===== src/verilog/firConfigPkg.sv =====
/*
 * FIR datapath configuration.
 * Holds the sample and coefficient width, the filter length and the
 * widths derived from them, together with the signed vector types
 * that the datapath blocks share.
 */

`default_nettype none

package firConfigPkg;

	// Samples and coefficients share one signed width.
	localparam int DataWidth = 8;

	// Number of taps in the filter.
	localparam int NumTaps = 16;

	// A single signed product needs the sum of both operand widths.
	localparam int ProductWidth = 2 * DataWidth;

	// Summing NumTaps products adds log2 of NumTaps bits, so the sum never overflows.
	localparam int ResultWidth = ProductWidth + $clog2(NumTaps);

	typedef logic signed [DataWidth-1:0] sample_t;
	typedef logic signed [ProductWidth-1:0] product_t;
	typedef logic signed [ResultWidth-1:0] result_t;

endpackage

`default_nettype wire


===== src/verilog/firCtrlPkg.sv =====
/*
 * FIR control definitions.
 * Holds the sequencer state encoding and the width of the counter
 * that tracks how many coefficients have been loaded.
 */

`default_nettype none

package firCtrlPkg;

	// The sequencer idles, loads a coefficient set, then filters.
	typedef enum logic [1:0] {
		Idle,
		LoadCoeff,
		Run
	} seqState_t;

	// The counter must be able to represent NumTaps itself.
	localparam int CountWidth = $clog2(firConfigPkg::NumTaps + 1);

	// Count value seen while the final coefficient is being loaded.
	localparam logic [CountWidth-1:0] LastCoeffCount = CountWidth'(firConfigPkg::NumTaps - 1);

endpackage

`default_nettype wire


===== src/verilog/firCtrlIf.sv =====
/*
 * FIR control bus.
 * Carries the single-cycle control pulses from the sequencer to the
 * coefficient bank, the sample delay line and the tap accumulator.
 */

`timescale 1ns/1ps
`default_nettype none

interface firCtrlIf;

	// Shift a new coefficient into the bank.
	logic coeffShift;

	// Shift a new sample into the delay line.
	logic sampleShift;

	// Zero the sample history.
	logic clearHistory;

	// Register a new filter result, one cycle after sampleShift.
	logic accumStrobe;

	// The sequencer drives every pulse.
	modport ctrl (
		output coeffShift,
		output sampleShift,
		output clearHistory,
		output accumStrobe
	);

	// Each datapath block reads the pulses it needs.
	modport datapath (
		input coeffShift,
		input sampleShift,
		input clearHistory,
		input accumStrobe
	);

endinterface

`default_nettype wire


===== src/verilog/firSequencer.sv =====
/*
 * FIR sequencer.
 * Tracks whether the filter is idle, loading coefficients or running,
 * counts the coefficient loads, filters out strobes that are illegal
 * in the current state and issues the datapath control pulses.
 */

`timescale 1ns/1ps
`default_nettype none

module firSequencer (
	input  logic clock,
	input  logic rst,
	input  logic loadStart,
	input  logic coeffValid,
	input  logic sampleValid,
	input  logic halt,
	output logic ready,
	firCtrlIf.ctrl ctrlBus
);

	import firCtrlPkg::*;

	seqState_t state;
	logic [CountWidth-1:0] coeffCount;

	// A halt only has an effect once the filter has left Idle.
	logic haltActive;

	// Any strobe that restarts or stops the filter takes priority over data strobes.
	logic abortCycle;

	assign haltActive = halt && (state != Idle);
	assign abortCycle = loadStart || haltActive;

	// Coefficients are only taken while loading, and never in a cycle that restarts
	// or stops the load.
	assign ctrlBus.coeffShift = coeffValid && (state == LoadCoeff) && !abortCycle;

	// Samples are only taken while running. A sample arriving with a halt or a new load
	// is dropped, so no result is built from history that is being cleared.
	assign ctrlBus.sampleShift = sampleValid && (state == Run) && !abortCycle;

	// History is cleared both when a new load starts and when a running or loading
	// filter is halted.
	assign ctrlBus.clearHistory = abortCycle;

	// The filter accepts samples exactly while it is in Run.
	assign ready = (state == Run);

	always_ff @(posedge clock) begin
		if (rst) begin
			state <= Idle;
			coeffCount <= '0;
		end else if (loadStart) begin
			// A new load is accepted in every state and wins over a halt.
			state <= LoadCoeff;
			coeffCount <= '0;
		end else if (haltActive) begin
			state <= Idle;
			coeffCount <= '0;
		end else begin
			case (state)
				Idle: begin
					coeffCount <= '0;
				end
				LoadCoeff: begin
					if (ctrlBus.coeffShift) begin
						// The last coefficient completes the set and starts filtering.
						if (coeffCount == LastCoeffCount) begin
							state <= Run;
							coeffCount <= '0;
						end else begin
							coeffCount <= coeffCount + CountWidth'(1);
						end
					end
				end
				Run: begin
					coeffCount <= '0;
				end
				default: begin
					state <= Idle;
					coeffCount <= '0;
				end
			endcase
		end
	end

	// The accumulator samples the delay line one cycle after it has shifted,
	// so the newest sample is part of the sum.
	always_ff @(posedge clock) begin
		if (rst) begin
			ctrlBus.accumStrobe <= 1'b0;
		end else begin
			ctrlBus.accumStrobe <= ctrlBus.sampleShift;
		end
	end

endmodule

`default_nettype wire


===== src/flat_wrapper.sv =====
// flat-port wrapper written by rule: the top's interface ports become plain ports
module firSequencer_flat import firCtrlPkg::*;
  (clock, rst, loadStart, coeffValid, sampleValid, halt, ready, ctrlBus_coeffShift, ctrlBus_sampleShift, ctrlBus_clearHistory, ctrlBus_accumStrobe);
  firCtrlIf ctrlBus_i ();
  input  logic clock;
  input  logic rst;
  input  logic loadStart;
  input  logic coeffValid;
  input  logic sampleValid;
  input  logic halt;
  output logic ready;
  output wire logic [$bits(ctrlBus_i.coeffShift)-1:0] ctrlBus_coeffShift;
  output wire logic [$bits(ctrlBus_i.sampleShift)-1:0] ctrlBus_sampleShift;
  output wire logic [$bits(ctrlBus_i.clearHistory)-1:0] ctrlBus_clearHistory;
  output wire logic [$bits(ctrlBus_i.accumStrobe)-1:0] ctrlBus_accumStrobe;
  assign ctrlBus_coeffShift = ctrlBus_i.coeffShift;
  assign ctrlBus_sampleShift = ctrlBus_i.sampleShift;
  assign ctrlBus_clearHistory = ctrlBus_i.clearHistory;
  assign ctrlBus_accumStrobe = ctrlBus_i.accumStrobe;
  firSequencer u_core (.clock(clock), .rst(rst), .loadStart(loadStart), .coeffValid(coeffValid), .sampleValid(sampleValid), .halt(halt), .ready(ready), .ctrlBus(ctrlBus_i));
endmodule

===== config.mk =====
export PLATFORM = sky130hd
export DESIGN_NAME = firSequencer_flat
export DESIGN_NICKNAME = d
export VERILOG_FILES = /design/src/verilog/firConfigPkg.sv /design/src/verilog/firCtrlPkg.sv /design/src/verilog/firCtrlIf.sv /design/src/verilog/firSequencer.sv /design/src/flat_wrapper.sv
export SDC_FILE = /design/constraint.sdc
export NUM_CORES = 1
export LEC_CHECK = 0
export BUFFER_PORTS_ARGS = -buffer_cell sky130_fd_sc_hd__buf_4
export CORE_AREA = 5 5 42 44
export CTS_CLUSTER_SIZE = 24
export DETAILED_ROUTE_END_ITERATION = 10
export DIE_AREA = 0 0 47 49
export SYNTH_ARGS = -nofsm -noshare
export SYNTH_HDL_FRONTEND = slang
export SYNTH_SLANG_ARGS = --single-unit

===== constraint.sdc =====
create_clock -name clock -period 2.1 [get_ports clock]
set_input_delay 0.105 -clock clock [delete_from_list [all_inputs] [get_ports clock]]
set_output_delay 0.105 -clock clock [all_outputs]
set_load 0.02 [all_outputs]

# ---- After elaboration in Yosys (flattened, before gate mapping)
# Index checks and enable logic that the tools add are counted.
# W data, S select, Z words.
dict set report word_totals {
  regBits 8
  latch_bits 0
  ram_bits 0
  rom_bits 0
  input_bits 6
  output_inout_bits 5
  wordCells 35
  mem_count 0
}
dict set report op_classes {
  add_sub_neg 1
  n_mul 0
  div 0
  magnitude_cmp 0
  n_eq_ne 8
  shifts 0
  muxes 6
  bitwise_logic 2
  reduce_logical 14
}
# operator count
set ops {}
lappend ops {{$ne A4 B3 Y1 const B} 2}
lappend ops {{$reduce_and A3 Y1} 2}
lappend ops {{$add A5 B1 Y5 const B} 1}
lappend ops {{$eq A5 B4 Y1 const B} 1}
lappend ops {{$logic_and A1 B1 Y1} 5}
lappend ops {{$mux W5} 1}
lappend ops {{$mux W2} 2}
lappend ops {{$ne A2 B2 Y1 const B} 2}
lappend ops {{$pmux W2 S2} 1}
lappend ops {{$reduce_or A4 Y1} 1}
lappend ops {{$ne A3 B1 Y1 const B} 1}
lappend ops {{$reduce_or A3 Y1} 1}
lappend ops {{$eq A2 B1 Y1 const B} 1}
lappend ops {{$eq A2 B2 Y1 const B} 1}
lappend ops {{$logic_not A2 Y1} 1}
lappend ops {{$mux W1} 2}
lappend ops {{$not A1 Y1} 2}
lappend ops {{$reduce_bool A2 Y1} 1}
lappend ops {{$reduce_or A2 Y1} 1}
lappend ops {{$logic_not A1 Y1} 1}
lappend ops {{$logic_or A1 B1 Y1} 1}

# ---- Longest topological paths before layout
# Gate-level depths: netlist of the first run.
dict set report depth {
  depth_word 9
  mapped_depth 4
  mapped_depth_nobuf 4
}

# ---- Least setup slack after synthesis of the first run
# Ideal clock, no wire load.
dict set report synth_timing {
  kind {register -> register}
  from {register u_core.state[1]}
  to {register u_core.coeffCount[0]}
  setup_time_ps 70
  arrival_time_ps 1518
  required_time_ps 2030
  slack_ps 512
  stages_incl_launch_ff 5
  path_buffers 1
  period_less_slack_ps 1588
  path_cell_list {dfxtp_1 or4b_1 buf_2 or4_1 a21oi_1}
}
dict set report synth_via {
  elab_chain_len 5
  elab_cells_between_ends 9
  classes_between {eq/ne: 1; bitwise: 1; reduce/logical: 7}
}
# item line
set synth_lines {}
lappend synth_lines {{start, declared} firSequencer.sv:24} ;# seqState_t state;
lappend synth_lines {{start signal, assigned} firSequencer.sv:53} ;# state <= Idle;
lappend synth_lines {{start signal, assigned} firSequencer.sv:57} ;# state <= LoadCoeff;
lappend synth_lines {{start signal, assigned} firSequencer.sv:60} ;# state <= Idle;
lappend synth_lines {{$reduce_bool A2 Y1} firSequencer.sv:33} ;# assign haltActive = halt && (state != Idle);
lappend synth_lines {{$logic_and A1 B1 Y1} firSequencer.sv:33}
lappend synth_lines {{$logic_or A1 B1 Y1} firSequencer.sv:34} ;# assign abortCycle = loadStart || haltActive;
lappend synth_lines {{$logic_not A1 Y1} firSequencer.sv:38} ;# assign ctrlBus.coeffShift = coeffValid && (state == LoadCoeff) && !abortCycle;
lappend synth_lines {{$logic_and A1 B1 Y1} firSequencer.sv:38}
lappend synth_lines {{end signal, assigned} firSequencer.sv:74} ;# coeffCount <= coeffCount + CountWidth'(1);
lappend synth_lines {{end, declared} firSequencer.sv:25} ;# logic [CountWidth-1:0] coeffCount;
# Parallel ways exist; a longest one is shown, timed or not.
# A chain may end at the register's enable or synchronous reset.

# ---- Final worst setup path of the first run
# Ends and elaborated chain as after synthesis.

==> results of run 1 <==
[final cells by class]
cell class              instances  share of cell area (%)
clock buffers                   3                    4.30
inverters                       2                    1.43
multi-input cells              35                    44.2
flip-flops and latches          8                    30.5
well taps                      16                    3.82
repair buffers                 11                    15.8
[critical path, cell delays in order (launching register included)]
cell and delay, ps:
dfxtp_1 330, or4b_1 630, or4_1 510, a21oi_1 120
[state kept, by name, summed over array words and instances, names as in the netlist]
signal and count:
u_core.coeffCount 5, u_core.state 2, u_core.ctrlBus.accumStrobe 1
[layer usage]
layer | track usage [%] | part of all wire (%) | up-vias
met5 | 0 | 0 | -
li1 | - | - | 201
met1 | 11.8 | 43 | 187
met4 | 5.53 | 2.0 | 0
met3 | 3.69 | 9.8 | 4
met2 | 12.9 | 45 | 15
[synthesized netlist by cell type]
cell,count
dfxtp_1,8
nand3_1,5
o21ai_0,3
a211oi_1,2
a21oi_1,2
a31oi_1,2
and3_1,2
inv_1,2
nor2_1,2
a21o_1,1
and2_1,1
and4b_1,1
buf_2,1
ha_1,1
mux2i_1,1
nand2_1,1
nand2b_1,1
nand4_1,1
nand4b_1,1
nor2b_1,1
nor3_1,1
nor4b_2,1
o22ai_1,1
or2_2,1
or3_1,1
or4_1,1
or4b_1,1
[power breakdown]
part | switching [mW] | internal, mW
combinational | 0.0146 | 0.0131
clock | 0.0535 | 0.0655
sequential | 0.00102 | 0.153
[kinds of logic after synthesis]
group | synth area share, %
AOI/OAI and AO/OA | 16.4
adders and majority gates | 3.10
buffers and inverters | 3.10
DFF | 39.6
muxes | 2.48
and+or+nand+nor | 35.3
[through the flow]
stage / hold slack [ps] / std cells / area [um^2] / utilization, % / setup slack, ps
after global routing: 50.6 / 75 / 524 / 37.4 / 352
after CTS: 41.6 / 75 / 524 / 37.4 / 437
after floorplan: 184 / 46 / 404 / - / 512
final: 41.3 / 75 / 524 / 37.4 / 442
after global placement: 309 / 72 / 502 / 35.8 / 483
after detailed placement: 315 / 72 / 502 / 35.8 / 457
[how the worst max path moves through the flow]
| stage | cells after the start | slack [ps] | from | endpoint |
|---|---|---|---|---|
| after floorplan | 4 | 510 | u_core.state[1] | u_core.coeffCount[0] |
| after global placement | 3 | 480 | u_core.state[1] | u_core.coeffCount[0] |
| after detailed placement | 3 | 460 | u_core.state[1] | u_core.coeffCount[0] |
| after CTS | 3 | 440 | u_core.state[1] | u_core.coeffCount[0] |
| after global routing | 3 | 350 | u_core.state[1] | u_core.coeffCount[0] |
| final | 3 | 440 | u_core.state[1] | u_core.coeffCount[0] |
==> impl_metrics.csv, run 1 <==
group,metric,value,unit
setup_path,cp-end-kind,"register",
clock_network,clk_pin_slew,60,ps
clock_network,cts_tree,"built",
global_routing,grtUsageTotal,9.33,%
sta,max_freq,603,MHz
logic_synthesis,ys_types,27,
drt,drt_first_pass_iters,4,
drt,wl_per_cell,12.1,um
logic_synthesis,netlist_top_cells_area,"dfxtp_1 40%, nand3_1 6.2%, o21ai_0 3.7%, a211oi_1 3.7%, nor4b_2 3.7%",
sta,setup_viol,0,
sta,slew-limit-headroom,85.7,%
setup_path,arrival,1850,ps
floorplanning,row_count,14,
sta,fin_crit_sh,79.0,%
hold_path,whs_endpoint,"u_core.state[1]",
drt,drt_iter0_markers,5,
finish,regArea,160,um^2
finish,layout_commonest_cell,"buf_4",
power_and_ir_drop,total_power,301,uW
logic_synthesis,yosysWarningCount,0,
drt,drtAntennaViolNets,0,
clock_network,clock_tree.buffer_depth,2,
setup_path,r2r_end,"u_core.coeffCount[0]",
placement,hpwl,684,um
flow_run,cap_violations,0,
finish,final_cell_mix,"11 x buf_4, 8 x dfxtp_1, 5 x nand3_1",
global_routing,antenna_found_initial,0,
floorplanning,initial_utilization,28.8,%
hold_path,hp-class,"in -> reg",
global_routing,grt_start_max_net_pins,9,
floorplanning,core-area,0.00140,mm^2
logic_synthesis,netlist_area,404,um^2
floorplanning,die_x,47,um
logic_synthesis,synth_area_per_cell,8.79,um^2
floorplanning,fp.dieArea,0.00230,mm^2
power_and_ir_drop,p_per_area,574,mW/mm^2
power_and_ir_drop,p_leak,0.215,nW
global_routing,gr-total-overflow,0,
sta,rsz0062_at_grt,"no",
sta,hold_violations,0,
clock_network,root_buffer,"clkbuf_4",
sta,maxSlewViolCount,0,
global_routing,grt_pass1_wl,1560,um
sta,fin_skew,5.83,ps
setup_path,crit_fanout,7,
drt,drc,0,
clock_network,cts_resized,0,
clock_network,cts_buffers,3,
finish,antenna_cells,0,
floorplanning,io_pins,11,
finish,drive_gt1_share,27.1,%
logic_synthesis,synth_area_leader_cell,"dfxtp_1",
clock_network,clk_latency,260,ps
logic_synthesis,synth_top_area_share,39.6,%
sta,worst_pin_slew,214,ps
setup_path,start_kind,"register",
finish,fillers,152,
logic_synthesis,syn_nets,53,
sta,min_period,1660,ps
finish,nNetsFinal,68,
floorplanning,die_height,49,um
clock_network,htree_levels,1,
drt,vias,407,
setup_path,setup.worst_path.class,"reg -> reg",
setup_path,r2r_start,"u_core.state[1]",
global_routing,grt_pass1_vias,380,
setup_path,rrSetupSlack,440,ps
clock_network,post_cts.repair.setup_buffers,0,
logic_synthesis,synthCells,46,
hold_path,hold_start,"rst",
hold_path,hold_depth,2,
finish,multi_input_area,231,um^2
clock_network,clock_sinks,8,
logic_synthesis,yosysSeqAreaShare,39.6,%
placement,io_buffers,10,
setup_path,worstPathRequired,2290,ps
power_and_ir_drop,max-vdd-ir-drop,257,uV
setup_path,reg2reg_depth,3,
placement,place.gp.congestion,0.770,
outcome,status,"finished, final reports clean",
drt,vias_per_cell,5.43,
logic_synthesis,synth-seq-cells,8,
finish,syn_to_final_growth,29.7,%
clock_network,holdBufCountCts,0,
sta,tns,0,ps
drt,wl,908,um
Power figures use the tool's default switching activity.
==> inputs of run 2 (changes only) <==
Settings changed: ABC_AREA from default to 1.
Clock period 2.1 ns to 1.7 ns, I/O delays scaled along.
==> run 2 against run 1 <==
Effect of this change:
- clock skew decreased by 3.7 ps
- clock power increased by 29%
- flip-flop and latch count unchanged
- clock-buffer cell count unchanged
- synthesized cell count increased by 41%
- setup slack got worse by 160 ps
- final cell count increased by 25%
- non-clock buffer count decreased by 1
- register-to-register slack improved by 20 ps
- core utilization increased by 1.9 points
- critical path type is now reg -> out
- highest routed layer unchanged
==> impl_metrics.csv, run 2 <==
group,metric,value,unit
outcome,status,"finished, final reports clean",
clock_network,post_cts.repair.setup_buffers,0,
logic_synthesis,synth_common_cells,"14 x inv_1, 11 x nand2_1, 8 x dfxtp_1, 8 x nor2_1, 6 x nand3_1",
sta,fin_crit_sh,83.7,%
setup_path,path_delay_family,"simple AND/OR/NAND/NOR gates",
sta,tns,0,ps
setup_path,arrival,1340,ps
placement,hpwl,710,um
hold_path,whs_endpoint,"u_core.state[0]",
clock_network,root_buffer,"clkbuf_4",
global_routing,gr-total-overflow,0,
sta,hold_violations,0,
placement,placedCellCount,91,
finish,largest_reg_flops,5,
sta,maxSlewViolCount,0,
sta,max_freq,703,MHz
clock_network,clk_latency,270,ps
hold_path,hold_start,"rst",
floorplanning,die_x,47,um
power_and_ir_drop,p_leak,0.272,nW
setup_path,r2r_start,"u_core.coeffCount[0]",
floorplanning,row_count,14,
drt,routed.top_layer,"met4",
setup_path,cp_num_buf_inv,2,
logic_synthesis,ys_types,14,
drt,dr_wl_met2,403,um
clock_network,clock_tree.buffer_depth,2,
floorplanning,io_pins,11,
logic_synthesis,netlist_area,433,um^2
drt,vias,418,
floorplanning,initial_utilization,30.9,%
clock_network,htree_levels,1,
sta,min_period,1420,ps
drt,wl_per_cell,9.89,um
floorplanning,core-area,0.00140,mm^2
clock_network,cts_tree,"built",
global_routing,grt_pass1_wl,1480,um
logic_synthesis,yosysMostFrequentCell,"inv_1",
finish,antenna_cells,0,
finish,final_cell_mix,"14 x inv_1, 11 x nand2_1, 10 x buf_4",
logic_synthesis,synthCells,65,
power_and_ir_drop,p_sw,101,uW
setup_path,worstPathRequired,1620,ps
flow_run,cap_violations,0,
clock_network,cts_buffers,3,
setup_path,slowest_delay,320,ps
drt,drt_iter0_markers,13,
clock_network,holdBufCountCts,0,
drt,drc,0,
logic_synthesis,ys_async_sr_fraction,0,%
global_routing,grt_pass1_vias,366,
setup_path,setup.worst_path.class,"reg -> out",
logic_synthesis,synth_top_area_share,37.0,%
setup_path,worstPathCellList,"nor2_1 -> nor2_1 -> nor2_4 -> inv_1 -> nor3_1 -> buf_4",
logic_synthesis,synth-seq-cells,8,
setup_path,slowest_stage,"dfxtp_1",
finish,fin_cells,94,
placement,io_buffers,10,
drt,drt_first_pass_iters,4,
logic_synthesis,synth_area_per_cell,6.66,um^2
power_and_ir_drop,power_frac_seq,49.1,%
finish,top_regs,"u_core.coeffCount (5), u_core.state (2), u_core.ctrlBus.accumStrobe (1)",
drt,wl_met1,411,um
sta,slew-limit-headroom,82.8,%
global_routing,grt_start_max_net_pins,10,
drt,wl_met3,72,um
setup_path,critPathMostFrequentCell,"nor2_1",
floorplanning,die_height,49,um
logic_synthesis,synth_flop_cell,"dfxtp_1",
finish,nNetsFinal,87,
sta,setup_viol,0,
global_routing,grtUsageTotal,9.39,%
power_and_ir_drop,p_comb_share,11.4,%
floorplanning,fp.dieArea,0.00230,mm^2
finish,layout_commonest_cell,"inv_1",
sta,rsz0062_at_grt,"no",
finish,top_register,"u_core.coeffCount",
setup_path,crit_cells,6,
global_routing,antenna_found_initial,0,
setup_path,cp-end-kind,"output pin",
logic_synthesis,syn_nets,72,
setup_path,r2r_end,"u_core.coeffCount[1]",
power_and_ir_drop,p_per_area,708,mW/mm^2
finish,drive_gt1_share,20.5,%
power_and_ir_drop,netSwitchingFraction,25.8,%
clock_network,clk_pin_slew,50,ps
power_and_ir_drop,total_power,390,uW
drt,wl,930,um
power_and_ir_drop,max-vdd-ir-drop,217,uV
logic_synthesis,netlist_top_cells_area,"dfxtp_1 37%, inv_1 12%, nand2_1 9.5%, nand3_1 6.9%, nor2_1 6.9%",
setup_path,start_kind,"register",
clock_network,cts_resized,0,
placement,place.gp.congestion,0.727,
logic_synthesis,synth_edf_count,0,
sta,fin_skew,2.12,ps
power_and_ir_drop,clkPwrFrac,39.5,%
setup_path,reg2reg_depth,6,
setup_path,crit_fanout,9,
sta,worst_pin_slew,255,ps
logic_synthesis,yosysSeqAreaShare,37.0,%
drt,vias_per_cell,4.45,
hold_path,hold_depth,2,
power_and_ir_drop,power.internal,289,uW
finish,syn_to_final_growth,27.2,%
sta,hold_ws,7.28,ps
hold_path,hp-class,"in -> reg",
drt,drtAntennaViolNets,0,
logic_synthesis,synth_area_leader_cell,"dfxtp_1",
logic_synthesis,yosysWarningCount,0,
clock_network,clock_sinks,8,
setup_path,rrSetupSlack,460,ps
[run 2: cell count changes after synthesis, sizes merged, moves of 2 or more]
cell / previous run / this run
inv: 2 / 14
and3: 2 / 0
a31oi: 2 / 0
nand2: 1 / 12
nor2: 2 / 10
a211oi: 2 / 0
nand4: 1 / 4
[run 2: logic make-up after synthesis]
family | after synthesis | synth area share [%]
and+or+nand+nor | 34 | 38.2
adders and majority gates | 1 | 2.89
DFF | 8 | 37.0
AOI/OAI and AO/OA | 6 | 6.93
buffers and inverters | 15 | 13.0
xor gates and xnor gates | 1 | 2.02
[run 2: per-stage QoR]
step,cell area [um^2],utilization [%],setup WS (ps)
after floorplan,433,-,298
after global placement,528,37.7,516
after detailed placement,528,37.7,462
after CTS,551,39.3,256
after global routing,551,39.3,143
final,551,39.3,277
[run 2: final cells by class]
class	count	area, um^2
Inverter	15	56.3
Tap cell	16	20.0
Fill cell	165	851
Timing Repair Buffer	10	75.1
Clock buffer	3	22.5
Sequential cell	8	160
Multi-Input combinational cell	42	216
[run 2: per-layer routing]
metal	vias up	track usage, %
met5	-	0
met4	0	8.29
met3	5	3.32
met2	12	12.4
met1	170	11.3
li1	231	-
[run 2: how the worst max path moves through the flow]
stage                         start                   end  slack (ps)
6_report            u_core.state[1]   ctrlBus_sampleShift         280
3_5_place_dp   u_core.coeffCount[0]       u_core.state[0]         460
2_1_floorplan       u_core.state[1]   ctrlBus_sampleShift         300
4_1_cts             u_core.state[1]   ctrlBus_sampleShift         260
5_1_grt             u_core.state[1]   ctrlBus_sampleShift         140
3_3_place_gp        u_core.state[1]  u_core.coeffCount[3]         520
[run 2: power groups by stage]
stage	Sequential [mW]	Clock, mW	Combinational [mW]
floorplan	0.195	0	0.0268
global route	0.191	0.167	0.0500
global placement	0.195	0	0.0456
CTS	0.191	0.155	0.0450
detailed placement	0.195	0	0.0451
finish	0.191	0.154	0.0446
==> inputs of run 3 (changes only) <==
Settings changed: ABC_AREA 1 to 0.
Clock period 1.7 ns to 1.14 ns, I/O delays scaled along.
==> run 3 against run 2 <==
Effect of this change:
- the run now ends with setup timing left
- final cell count is 3.2% lower
- final area is 35% higher
- combinational power is 110% higher
- non-clock buffer count is 17 higher
- largest power group unchanged
- sequential power is 49% higher
- largest cell class unchanged
- critical path depth is 2 lower
- via count is 15% higher
- core utilization is 14 points higher
- first-iteration DRC count is 38% lower
- clock-buffer cell count stayed put
- sequential share of layout area is 7.2 points lower
==> impl_metrics.csv, run 3 (synthesis results as in run 1) <==
group,metric,value,unit
outcome,status,"finished, violations left",
outcome,violations,"setup timing",
finish,nNetsFinal,84,
hold_path,hold_start,"coeffValid",
clock_network,cts_tree,"built",
drt,drt_iter0_markers,8,
global_routing,grt_use_met3,2.21,%
sta,maxSlewViolCount,0,
finish,layout_commonest_cell,"buf_4",
hold_path,hold_depth,3,
setup_path,worstPathCellList,"or4b_4 -> buf_6 -> or3_1 -> mux2i_1",
clock_network,htree_levels,1,
setup_path,crit_fanout,3,
sta,max_freq,661,MHz
drt,vias,479,
setup_path,r2r_start,"u_core.state[1]",
floorplanning,die_height,49,um
hold_path,hp-class,"in -> reg",
sta,worst_slack,-372,ps
finish,final_core_util,53.1,%
finish,drive_gt1_share,58.7,%
global_routing,grtUsageMet2,17.6,%
power_and_ir_drop,p_comb_share,15.1,%
setup_path,cp_num_buf_inv,1,
finish,antenna_cells,0,
power_and_ir_drop,power.internal,453,uW
sta,worst_pin_slew,229,ps
clock_network,clock_sinks,8,
setup_path,slowest_delay,520,ps
finish,fin_cells,91,
power_and_ir_drop,netSwitchingFraction,25.2,%
floorplanning,initial_utilization,28.8,%
power_and_ir_drop,clkPwrFrac,38.0,%
placement,io_buffers,10,
finish,final_area,744,um^2
finish,syn_to_final_growth,84.2,%
placement,place.gp.congestion,0.777,
sta,min_period,1510,ps
sta,rsz0062_at_grt,"yes",
floorplanning,row_count,14,
setup_path,r2r_end,"u_core.coeffCount[2]",
global_routing,grt_start_max_net_pins,8,
global_routing,top_usage_layer,"met2",
setup_path,cp-end-kind,"register",
placement,placedCellCount,83,
setup_path,slowest_stage,"or4b_4",
setup_path,crit_start,"u_core.state[1]",
placement,dp_slack,-324,ps
drt,wl_per_cell,12.9,um
sta,hold_violations,0,
setup_path,crit_cells,4,
floorplanning,core-area,0.00140,mm^2
finish,final_cell_mix,"17 x buf_4, 9 x buf_6, 6 x dfxtp_1",
drt,vias_per_cell,5.26,
clock_network,clock_tree.buffer_depth,2,
floorplanning,fp.dieArea,0.00230,mm^2
global_routing,antenna_found_initial,0,
clock_network,cts_buffers,3,
drt,drc,0,
power_and_ir_drop,p_sw,153,uW
setup_path,worstPathRequired,1330,ps
power_and_ir_drop,power_frac_seq,46.9,%
sta,setup_viol,10,
setup_path,reg2reg_depth,4,
flow_run,cap_violations,0,
hold_path,whs_endpoint,"u_core.coeffCount[1]",
finish,top_regs,"u_core.coeffCount (5), u_core.state (2), u_core.ctrlBus.accumStrobe (1)",
setup_path,start_kind,"register",
power_and_ir_drop,max-vdd-ir-drop,611,uV
power_and_ir_drop,p_per_area,814,mW/mm^2
global_routing,gr-total-overflow,0,
setup_path,path_delay_family,"simple AND/OR/NAND/NOR gates",
clock_network,root_buffer,"clkbuf_4",
setup_path,arrival,1700,ps
floorplanning,die_x,47,um
power_and_ir_drop,p_leak,0.307,nW
global_routing,grt_pass1_vias,462,
sta,slew-limit-headroom,84.7,%
finish,top_register,"u_core.coeffCount",
clock_network,clk_latency,260,ps
drt,drtAntennaViolNets,0,
placement,hpwl,762,um
setup_path,rrSetupSlack,-370,ps
global_routing,globalRouteMet1Util,12.4,%
sta,fin_skew,4.81,ps
sta,fin_crit_sh,133,%
global_routing,grtUsageTotal,11.2,%
finish,largest_reg_flops,5,
clock_network,clk_pin_slew,60,ps
global_routing,grt_pass1_wl,1840,um
placement,placed_area,586,um^2
drt,drt_first_pass_iters,4,
setup_path,setup.worst_path.class,"reg -> reg",
drt,wl,1170,um
floorplanning,io_pins,11,
## run 3: power groups by stage
stage	Clock (mW)	Combinational, mW	Sequential (mW)
6_report	0.230	0.0915	0.284
5_1_grt	0.251	0.0990	0.284
4_1_cts	0.233	0.0851	0.284
3_5_place_dp	0	0.0623	0.289
3_3_place_gp	0	0.0620	0.289
2_1_floorplan	0	0.0224	0.289
## run 3: worst max path at each step
stage | end | slack [ps]
after detailed placement | u_core.coeffCount[0] | -320
after global routing | ctrlBus_coeffShift | -400
after floorplan | u_core.coeffCount[0] | -340
after CTS | u_core.coeffCount[2] | -360
final | u_core.coeffCount[2] | -370
after global placement | u_core.coeffCount[0] | -300
## run 3: worst register-to-register path, cell delays in order (launching register included)
cell and delay, ps:
dfxtp_2 320, or4b_4 520, buf_6 140, or3_1 300, mux2i_1 150
## run 3: through the flow
stage / setup TNS (ps) / hold slack, ps / total power [mW]
6_report: -2090 / 118 / 0.606
5_1_grt: -2590 / 117 / 0.634
4_1_cts: -2760 / 114 / 0.601
3_5_place_dp: -1480 / 248 / 0.351
3_3_place_gp: -1450 / 245 / 0.351
2_1_floorplan: -1300 / 129 / 0.312
## run 3: timing repair
item                       4_1_cts  5_1_grt
setup endpoints to repair       10       12
pin swaps                        9        4
buffers inserted                 6        0
hold buffers                     1        0
cloned                           0        0
hold endpoints to repair         1        0
resized for setup               20        9
## run 3: layer usage
metal | vias up | part of all wire, %
li1 | 236 | -
met1 | 225 | 41
met2 | 13 | 50
met3 | 5 | 5.9
met4 | 0 | 3.1
met5 | - | 0
## run 3: cell type report
| cell class | instances | area (um^2) |
|---|---|---|
| tap | 16 | 20.0 |
| multi-input combinational | 35 | 293 |
| sequential | 8 | 163 |
| inverter | 2 | 7.51 |
| timing repair buffer | 27 | 239 |
| fill | 141 | 657 |
| clock buffer | 3 | 22.5 |
